<file path="src/verilog/muldiv_pkg.sv">
package muldiv_pkg;

    // ########################################################
    // field widths
    // ########################################################

    localparam int UUID_BITS = 44;
    localparam int NW_BITS   = 2;   // warp id
    localparam int NR_BITS   = 5;   // register index

    // multiplies first, then the divide group
    typedef enum logic [2:0] {
        OP_MUL,
        OP_MULH,
        OP_MULHSU,
        OP_MULHU,
        OP_DIV,
        OP_DIVU,
        OP_REM,
        OP_REMU
    } mul_op_e;

    typedef struct packed {
        logic [UUID_BITS-1:0] uuid;
        logic [NW_BITS-1:0]   wid;
        logic [31:0]          pc;
        logic [NR_BITS-1:0]   rd;
        logic                 wb;
    } muldiv_tag_t;

    // lane independent part of a request
    typedef struct packed {
        mul_op_e     op;
        muldiv_tag_t tag;
    } muldiv_req_t;

    // ########################################################
    // op decode
    // ########################################################

    function automatic logic is_div_op(mul_op_e op);
        return op inside {OP_DIV, OP_DIVU, OP_REM, OP_REMU};
    endfunction

    function automatic logic is_mulh(mul_op_e op);
        return op inside {OP_MULH, OP_MULHSU, OP_MULHU};
    endfunction

    function automatic logic mul_signed_a(mul_op_e op);
        return op != OP_MULHU;
    endfunction

    // low word of MUL does not care about sign
    function automatic logic mul_signed_b(mul_op_e op);
        return op inside {OP_MUL, OP_MULH};
    endfunction

    function automatic logic is_rem(mul_op_e op);
        return op inside {OP_REM, OP_REMU};
    endfunction

    function automatic logic div_signed(mul_op_e op);
        return op inside {OP_DIV, OP_REM};
    endfunction

endpackage

</file>
<file path="src/verilog/muldiv_skid_buf.sv">
`timescale 1ns/1ps

module muldiv_skid_buf #(
    parameter int NUM_THREADS = 4
) (
    input  logic                         clk,
    input  logic                         rst_n,
    input  muldiv_pkg::muldiv_req_t      in_req,
    input  logic [NUM_THREADS-1:0]       in_tmask,
    input  logic [NUM_THREADS-1:0][31:0] in_a,
    input  logic [NUM_THREADS-1:0][31:0] in_b,
    input  logic                         in_valid,
    output logic                         in_ready,
    output muldiv_pkg::muldiv_req_t      out_req,
    output logic [NUM_THREADS-1:0]       out_tmask,
    output logic [NUM_THREADS-1:0][31:0] out_a,
    output logic [NUM_THREADS-1:0][31:0] out_b,
    output logic                         out_valid,
    input  logic                         out_ready
);
    import muldiv_pkg::*;

    typedef struct packed {
        muldiv_req_t                  req;
        logic [NUM_THREADS-1:0]       tmask;
        logic [NUM_THREADS-1:0][31:0] a;
        logic [NUM_THREADS-1:0][31:0] b;
    } entry_t;

    entry_t in_ent, main_q, spare_q;
    logic   main_vld, spare_vld;
    logic   main_vld_d, spare_vld_d;
    logic   in_fire, main_free;

    assign in_ent.req   = in_req;
    assign in_ent.tmask = in_tmask;
    assign in_ent.a     = in_a;
    assign in_ent.b     = in_b;

    assign in_fire   = in_valid && in_ready;
    assign main_free = !main_vld || out_ready;  // main drains this cycle

    always_comb begin
        main_vld_d  = main_vld;
        spare_vld_d = spare_vld;
        if (main_free) begin
            main_vld_d  = spare_vld || in_fire;
            spare_vld_d = 1'b0;
        end else if (in_fire) begin
            spare_vld_d = 1'b1;
        end
    end

    always_ff @(posedge clk) begin
        if (!rst_n) begin
            main_vld  <= 1'b0;
            spare_vld <= 1'b0;
            in_ready  <= 1'b0;
        end else begin
            main_vld  <= main_vld_d;
            spare_vld <= spare_vld_d;
            in_ready  <= !spare_vld_d;   // registered, never from out_ready
        end
    end

    always_ff @(posedge clk) begin
        if (main_free) begin
            main_q <= spare_vld ? spare_q : in_ent;
        end else if (in_fire) begin
            spare_q <= in_ent;
        end
    end

    assign out_valid = main_vld;
    assign out_req   = main_q.req;
    assign out_tmask = main_q.tmask;
    assign out_a     = main_q.a;
    assign out_b     = main_q.b;

    a_no_overflow: assert property (@(posedge clk) disable iff (!rst_n)
        in_fire |-> !(main_vld && spare_vld))
        else $error("skid buffer written while both entries full");

endmodule

</file>
<file path="config.mk">
export PLATFORM = sky130hd
export DESIGN_NAME = muldiv_skid_buf
export DESIGN_NICKNAME = d
export VERILOG_FILES = /design/src/verilog/muldiv_pkg.sv /design/src/verilog/muldiv_skid_buf.sv
export SDC_FILE = /design/constraint.sdc
export NUM_CORES = 1
export LEC_CHECK = 0
export BUFFER_PORTS_ARGS = -buffer_cell sky130_fd_sc_hd__buf_2
export CAP_MARGIN = 10
export CORE_AREA = 2 2 268 270
export CTS_CLUSTER_DIAMETER = 80
export DETAILED_ROUTE_END_ITERATION = 10
export DIE_AREA = 0 0 270 272
export PLACE_DENSITY = 0.63
export SYNTH_ARGS = -nofsm -noshare
export SYNTH_HDL_FRONTEND = slang
export SYNTH_SLANG_ARGS = --single-unit
</file>
<file path="constraint.sdc">
create_clock -name clk -period 52.9 [get_ports clk]
set_clock_uncertainty 0.15 [all_clocks]
set_input_delay 7.935 -clock clk [delete_from_list [all_inputs] [get_ports clk]]
set_output_delay 7.935 -clock clk [all_outputs]
set_load 0.02 [all_outputs]
</file>
======== Yosys cells after proc, flatten, opt, wreduce, memory -nomap -nowiden ========
Cells that the tools add are included.
storage, ports and cells
  bits in registers ....................... 697
  logic and storage cells ................. 43
cells by class
  muxes and demuxes ....................... 3
  bitwise logic cells ..................... 1
  reduce and logical (&&, ||, !) cells .... 6
operators by type and width
  operator             count
  $mux W347            1
  $logic_not A1 Y1     2
  $logic_or A1 B1 Y1   2
  $mux W1              2
  $reduce_and A2 Y1    1
  $logic_and A1 B1 Y1  1
  $not A1 Y1           1

======== Longest topological paths before layout ========
Gate-level depths: netlist of run 1.
  word-level depth ........................ 4
  mapped depth ............................ 5
  gate-level depth less buffers ........... 2

======== Worst setup path before layout of run 1 ========
Ideal clock, no wire load.
  path kind ............................... input-to-reg
  start ................................... in out_ready
  end ..................................... reg spare_q[0] (netlist name), enable pin
  library setup time ...................... 5.216 ns
  arrival ................................. 52.300 ns
  slack ................................... -4.766 ns
  cell stages on the path ................. 2
  path buffers ............................ 0
  cells stage by stage .................... nand2b_1 -> nor2_1
on the way
  cells in the longest elaborated chain, start to end .. 3
RTL lines
  what                         RTL line               RTL
  start, declared              muldiv_skid_buf.sv:19  input logic out_ready
  $logic_or A1 B1 Y1           muldiv_skid_buf.sv:41  assign main_free = !main_vld || out_ready;
  $not A1 Y1 (no line)         n/a
  $reduce_and A2 Y1 (no line)  n/a
  end signal, assigned         muldiv_skid_buf.sv:70  spare_q <= in_ent;
  end, declared                muldiv_skid_buf.sv:30  entry_t in_ent, main_q, spare_q;
Every way passes these cells.
A chain may end at the register's enable or synchronous reset.

======== Worst setup path after layout of run 1 ========
  start ................................... in out_ready
  end ..................................... reg spare_q[215] (netlist name), enable pin
on the way
  cells in the longest elaborated chain, start to end .. 3
RTL lines
  what                         RTL line               RTL
  $logic_or A1 B1 Y1           muldiv_skid_buf.sv:41
  via main_free                muldiv_skid_buf.sv:33  logic in_fire, main_free;
  $not A1 Y1 (no line)         n/a
  $reduce_and A2 Y1 (no line)  n/a
The timed path passes the listed nets, and every way through them passes these cells.

==> summary.md, run 1 <==
| Metric | Value |
|---|---|
| Sum of internal, switching and leakage power | 1.28 mW |
| Number of buffers on the longest clock path | 3 |
| Crit. End Element | register |
| DRC viols | 0 |
| Die Area | 73400 µm² |
| Clock-pin slew reported for the worst setup and hold paths after clock tree synthesis | 0.06 ns |
| Share of cells above drive strength 1 | 61.8% |
| Cells resized by post-CTS repair | 0 |
| Fmax | 0.0874 GHz |
| Area delta synth->final | 26.3% |
| Crit path cell chain | buf_2 -> nand2b_4 -> nor2_4 -> buf_4 -> buf_4 |
| Via count of the first global-routing pass | 13900 |
| Clock tree from TritonCTS | built |
| Layout Cell Area excl Fill | 33400 µm² |
| Status | complete, no violations |
| Area of the mapped netlist | 26500 µm² |
| Y dimension of the die | 272 µm |
| Buffers & Inverters on Critical Path | 3 |
| Clock latency of the later-clocked register in the worst-skew pair | 0.61 ns |
| Clock Sinks | 697 |
| PwrDens | 38.2 nW/µm² |
| I/O Pins | 700 |
| Final Hold Vio Count | 0 |
| Final core utilization | 47.3% |
| Transition time at the pin with the least slew margin | 1.23 ns |
| Worst r2r path cells | 4 |
| Crit path depth | 5 |
| Total clock buffers created by CTS | 78 |
| Average via count per standard cell | 4.58 |
| Total count of max-transition violations in the final report | 0 |
| Drt pass-1 iters | 5 |
| Fraction of power spent switching nets | 21.7% |
| Grt ovf | 0 |
| Cell type group with the largest total delay on the critical path | buffers and inverters |
| Area of the core | 70800 µm² |
| Final HPWL DP | 41100 µm |
| Cell Rows | 98 |
| Part of the total power dissipated in sequential elements | 49.9% |
| Die X-Extent | 270 µm |
| Final wirelength | 59700 µm |
| Final net count | 2190 |
| Post-place instance area | 30800 µm² |
| Avg WL per Cell | 20.9 µm |
| Antenna viol nets, final | 0 |
| VDD IR-drop max | 0.0307 mV |
| Share of synthesized area occupied by flip-flops and latches | 79.0% |
| Worst hold path stage count | 1 |
| Number of buffers added for setup after CTS | 0 |
| Critical Path RT | 52.95 ns |
| RSZ-0062 raised after global routing | no |
| Ys Warns | 0 |
| Crit-path slowest cell | nor2_4 |
| Power dissipated by switching net loads | 0.277 mW |
| Maximum number of pins on one net before global-route repair | 165 |
| Net count after synthesis | 1441 |
| Proportion of power drawn by the clock network | 42.9% |
| H-tree level count | 3 |
| Initial core utilization | 37.4% |
| Path class of the lowest-slack min-delay path | register to register |
| Number of vias in the routed layout | 13100 |
| Relative slew slack | 17.9% |
| Count of hold-fix buffers inserted at cts | 0 |
| Worst setup path class | input pin to register |
| Final worst path period share | 21.6% |
| Global-route wire length before repair | 87600 µm |
| Combinational cell fraction of total power | 7.2% |
| Crit path launch type | input pin |
| Placer's final routability congestion estimate | 0.818 |
| Netlist cell types | 15 |
| Total routing usage reported by global routing | 15.8% |
| Largest driver fanout on the critical path | 79 |
| Root cell of the clock tree | clkbuf_16 |
| Standby leakage power | 13.1 nW |
| Internal | 1.00 mW |
| Most prevalent standard cell on the critical path | buf_4 |
| Number of instances in the synthesized netlist | 1090 |
| Setup violation total in the final timing report | 0 |
| Slowest cell delay on critical path | 0.94 ns |
| Average size of a mapped cell | 24.3 µm² |
| Post-route minimum period | 11.44 ns |
| Flop and latch count out of synthesis | 697 |
| Number of DRC markers in iteration 0 | 854 |
| Number of buffers inserted by port buffering | 699 |
| Antenna violations before repair | 23 |
| Max cap viols | 0 |
| Arr. time, crit path | 11.48 ns |
| Aggregate negative setup slack | 0 ns |
[final timing paths]
check / startpoint / end / slack, ns
setup / recovery: out_ready / spare_q[215] / 41.46
hold / removal: spare_q[297] / out_req[37] / 0.37
setup reg to reg: out_valid / spare_q[215] / 48.49
hold reg to reg: spare_q[297] / out_req[37] / 0.37
[kinds of logic (layout without fill, tap and decap cells)]
logic type / Yosys count / after routing / synth area share [%]
compound gates: 3 / 3 / 0.0899
buf+inv: 39 / 849 / 1.83
flops: 697 / 697 / 79.0
mux: 347 / 347 / 19.0
other cells: 0 / 7 / 0
simple gates: 4 / 4 / 0.0804
[synth_stat cells]
library cell / number / area share [%]
nor3b_1: 1 / 0.028
a21boi_0: 1 / 0.028
nand2b_1: 1 / 0.024
dfxtp_1: 3 / 0.23
buf_8: 11 / 0.62
buf_12: 2 / 0.15
mux2_2: 47 / 2.0
mux2_4: 300 / 17
nand2_1: 1 / 0.014
buf_6: 24 / 1.0
o21a_1: 1 / 0.028
edfxtp_1: 694 / 79
a21oi_2: 1 / 0.033
buf_2: 2 / 0.038
nor2_1: 1 / 0.014
[cell type report]
type / instances / area (µm²)
Antenna cell: 7 / 17.5
Clock buffer: 86 / 2000
Clock inverter: 55 / 613
Fill cell: 6013 / 37300
Multi-Input combinational cell: 354 / 5090
Sequential cell: 697 / 20900
Tap cell: 950 / 1190
Timing Repair Buffer: 708 / 3620
[layer usage]
| metal | up-vias | wire (µm) | global-route usage [%] |
|---|---|---|---|
| li1 | 5899 | - | - |
| met1 | 6512 | 22000 | 17.5 |
| met2 | 516 | 29500 | 26.4 |
| met3 | 122 | 6160 | 7.37 |
| met4 | 22 | 1860 | 6.02 |
| met5 | - | 116 | 0 |
[through the flow]
| step | hold WS, ns | instances | worst slack (ns) |
|---|---|---|---|
| 6_report | 0.369 | 2857 | 41.46 |
| 5_1_grt | 0.395 | 2857 | 41.12 |
| 4_1_cts | 0.372 | 2850 | 41.42 |
| 3_5_place_dp | 0.384 | 2709 | 40.75 |
| 3_3_place_gp | 0.380 | 2709 | 40.83 |
| 2_1_floorplan | 0.373 | 1090 | 16.84 |
[sequential cells by signal, indices dropped and copies added (netlist names)]
| register | count |
|---|---|
| spare_vld | 1 |
| out_req | 87 |
| in_ready | 1 |
| out_b | 128 |
| spare_q | 347 |
| out_valid | 1 |
| out_tmask | 4 |
| out_a | 128 |
[placed cells by master, fill, tap and decap left out]
cell and instances:
inv_6 2, nor3b_1 1, o21a_1 1, dfxtp_4 1, clkinv_4 1, inv_8 1
clkinv_2 11, buf_4 5, clkbuf_1 7, buf_2 699, diode_2 7, clkinv_8 5
edfxtp_1 694, buf_12 4, nand2_1 1, a21boi_0 1, clkbuf_16 79, mux2_2 47
clkinvlp_4 5, nor2_4 1, clkinv_1 19, nand2b_4 1, dfxtp_1 2, a21oi_2 1
mux2_4 300, bufinv_16 11
[power by group through the flow]
stage,Sequential (mW),Clock [mW],Combinational (mW)
2_1_floorplan,0.678,0,0.0248
3_3_place_gp,0.649,0,0.0918
3_5_place_dp,0.649,0,0.0934
4_1_cts,0.638,0.563,0.0935
5_1_grt,0.640,0.583,0.0977
6_report,0.638,0.547,0.0921
Note: power is estimated with default switching activity, not from simulation.
==> run 2, diff against run 1 <==
==> constraint.sdc (replaced) <==
create_clock -name clk -period 9.6 [get_ports clk]
set_clock_uncertainty 0.15 [all_clocks]
set_input_delay 1.44 -clock clk [delete_from_list [all_inputs] [get_ports clk]]
set_output_delay 1.44 -clock clk [all_outputs]
set_load 0.02 [all_outputs]
==> run 2 against run 1 <==
  * Sequential cell count unchanged
  * Non-clock buffer count grew 4
  * Wire length decreased by 0.47%
  * Cell area shrank 0.57%
  * Die area did not move
  * Clock power rose to 5.2 times the previous value
  * Largest power group unchanged
  * Register-to-register slack worse by 42 ns
==> summary.md, run 2 (same netlist as run 1, synthesis figures left out) <==
| Metric | Value |
|---|---|
| Cell Count, Final, Fillers Out | 2852 (was 2857) |
| Clock tree from TritonCTS | built (unchanged) |
| Antenna viol nets, final | 0 (unchanged) |
| Total clock buffers created by CTS | 77 (was 78) |
| DRC viols | 0 (unchanged) |
| Area delta synth->final | 25.6% (was 26.3%) |
| Y dimension of the die | 272 µm (unchanged) |
| Clock Sinks | 697 (unchanged) |
| Maximum number of pins on one net before global-route repair | 163 (was 165) |
| Fill cells | 6056 (was 6013) |
| Total routing usage reported by global routing | 15.5% (was 15.8%) |
| Drt pass-1 iters | 6 (was 5) |
| PwrDens | 206 nW/µm² (was 38.2 nW/µm²) |
| Number of buffers on the longest clock path | 3 (unchanged) |
| Clock latency of the later-clocked register in the worst-skew pair | 0.61 ns (about the same) |
| H-tree level count | 3 (unchanged) |
| Post-place instance area | 30800 µm² (about the same) |
| Met3 Resource Use GR | 7.15% (was 7.37%) |
| Number of flip-flops in the largest register | 347 (unchanged) |
| Final Hold Vio Count | 0 (unchanged) |
| Die X-Extent | 270 µm (unchanged) |
| Register with the highest flop count | spare_q (unchanged) |
| Relative slew slack | 25.5% (was 17.9%) |
| Grt peak-use layer | met2 (unchanged) |
| Most common library cell in the layout ignoring fill and taps | buf_2 (unchanged) |
| Total area of multi-input combinational cells | 5090 µm² (unchanged) |
| Status | complete, no violations (unchanged) |
| Standby leakage power | 13.0 nW (was 13.1 nW) |
| Number of DRC markers in iteration 0 | 807 (was 854) |
| Post-route minimum period | 4.10 ns |
| Crit. End Element | register (unchanged) |
| Final worst path period share | 42.7% |
| Total count of max-transition violations in the final report | 0 (unchanged) |
| Cell Rows | 98 (unchanged) |
| Cells resized by post-CTS repair | 0 (unchanged) |
| Critical Path RT | 9.66 ns (was 52.95 ns) |
| Fmax | 0.244 GHz |
| I/O Pins | 700 (unchanged) |
| Fraction of met1 tracks used by global routing | 17.2% (was 17.5%) |
| Worst setup path class | input pin to register (unchanged) |
| Average via count per standard cell | 4.59 (was 4.58) |
| Grt ovf | 0 (unchanged) |
| Count of hold-fix buffers inserted at cts | 0 (unchanged) |
| Final HPWL DP | 41300 µm (was 41100 µm) |
| Commonest non-fill, non-tap cells in the layout | buf_2 (699), edfxtp_1 (694), mux2_4 (300), clkbuf_16 (80), mux2_2 (47) (was buf_2 (699), edfxtp_1 (694), mux2_4 (300), clkbuf_16 (79), mux2_2 (47)) |
| Layout Cell Area excl Fill | 33200 µm² (was 33400 µm²) |
| Placer's final routability congestion estimate | 0.823 (was 0.818) |
| Die Area | 73400 µm² (unchanged) |
| Area of the core | 70800 µm² (unchanged) |
| Min Hold Slack | 0.369 ns (about the same) |
| Max cap viols | 0 (unchanged) |
| Aggregate negative setup slack | 0 ns (unchanged) |
| Initial core utilization | 37.4% (unchanged) |
| Crit path launch type | input pin (unchanged) |
| Root cell of the clock tree | clkbuf_16 (unchanged) |
| Largest driver fanout on the critical path | 162 (was 79) |
| VDD IR-drop max | 0.147 mV (was 0.0307 mV) |
| Worst Setup Slack, final | 5.50 ns (was 41.46 ns) |
| Arr. time, crit path | 4.16 ns (was 11.48 ns) |
| Via count of the first global-routing pass | 13700 (was 13900) |
| Final core utilization | 47.0% (was 47.3%) |
| Global-route wire length before repair | 86300 µm (was 87600 µm) |
| Sum of internal, switching and leakage power | 6.84 mW (was 1.28 mW) |
| Share of cells above drive strength 1 | 61.3% (was 61.8%) |
| Cell count after placement | 2713 (was 2709) |
| Transition time at the pin with the least slew margin | 1.12 ns (was 1.23 ns) |
| Number of buffers added for setup after CTS | 0 (unchanged) |
| Path class of the lowest-slack min-delay path | register to register (unchanged) |
| Clock-pin slew reported for the worst setup and hold paths after clock tree synthesis | 0.06 ns (about the same) |
| Antenna violations before repair | 24 (was 23) |
| Pre-CTS setup slack | 4.89 ns (was 40.75 ns) |
| Met2 Use GR | 26.0% (was 26.4%) |
| Avg WL per Cell | 20.8 µm (was 20.9 µm) |
| Number of vias in the routed layout | 13100 (about the same) |
| Setup violation total in the final timing report | 0 (unchanged) |
| Final net count | 2193 (was 2190) |
| Final wirelength | 59400 µm (was 59700 µm) |
| RSZ-0062 raised after global routing | no (unchanged) |
| Total area of sequential cells | 20900 µm² (unchanged) |
| Number of buffers inserted by port buffering | 699 (unchanged) |
[run 2: path summary, 6_finish.rpt]
check	startpoint	to	slack [ns]	cells past startpoint
worst max-delay path	out_ready	spare_q[126]	5.50	5
worst min-delay path	spare_q[150]	out_a[22]	0.37	1
worst max register to register	out_valid	spare_q[126]	6.09	4
worst min register to register	spare_q[150]	out_a[22]	0.37	1
[run 2: layer usage]
layer | vias to the layer above | share of wire [%]
li1 | 5886 | -
met5 | - | 0.29
met1 | 6504 | 37
met2 | 539 | 49
met4 | 28 | 3.5
met3 | 144 | 10
[run 2: critical path, stage by stage]
cell and delay, ns:
buf_2 0.09, nand2b_4 0.41, nor2_4 0.50, buf_4 0.71
buf_12 0.62
[run 2: area by class of cell]
type | instances | share of cell area [%]
multi-input cells | 354 | 15.3
clock buffers | 95 | 6.19
flip-flops and latches | 697 | 62.9
clock inverters | 36 | 1.05
well taps | 950 | 3.58
diodes | 8 | 0.0602
repair buffers | 712 | 10.9
[run 2: power breakdown]
group,switching (mW),internal [mW]
logic,0.290,0.218
clock network,1.18,1.64
registers,0.0319,3.48
total,1.50,5.34
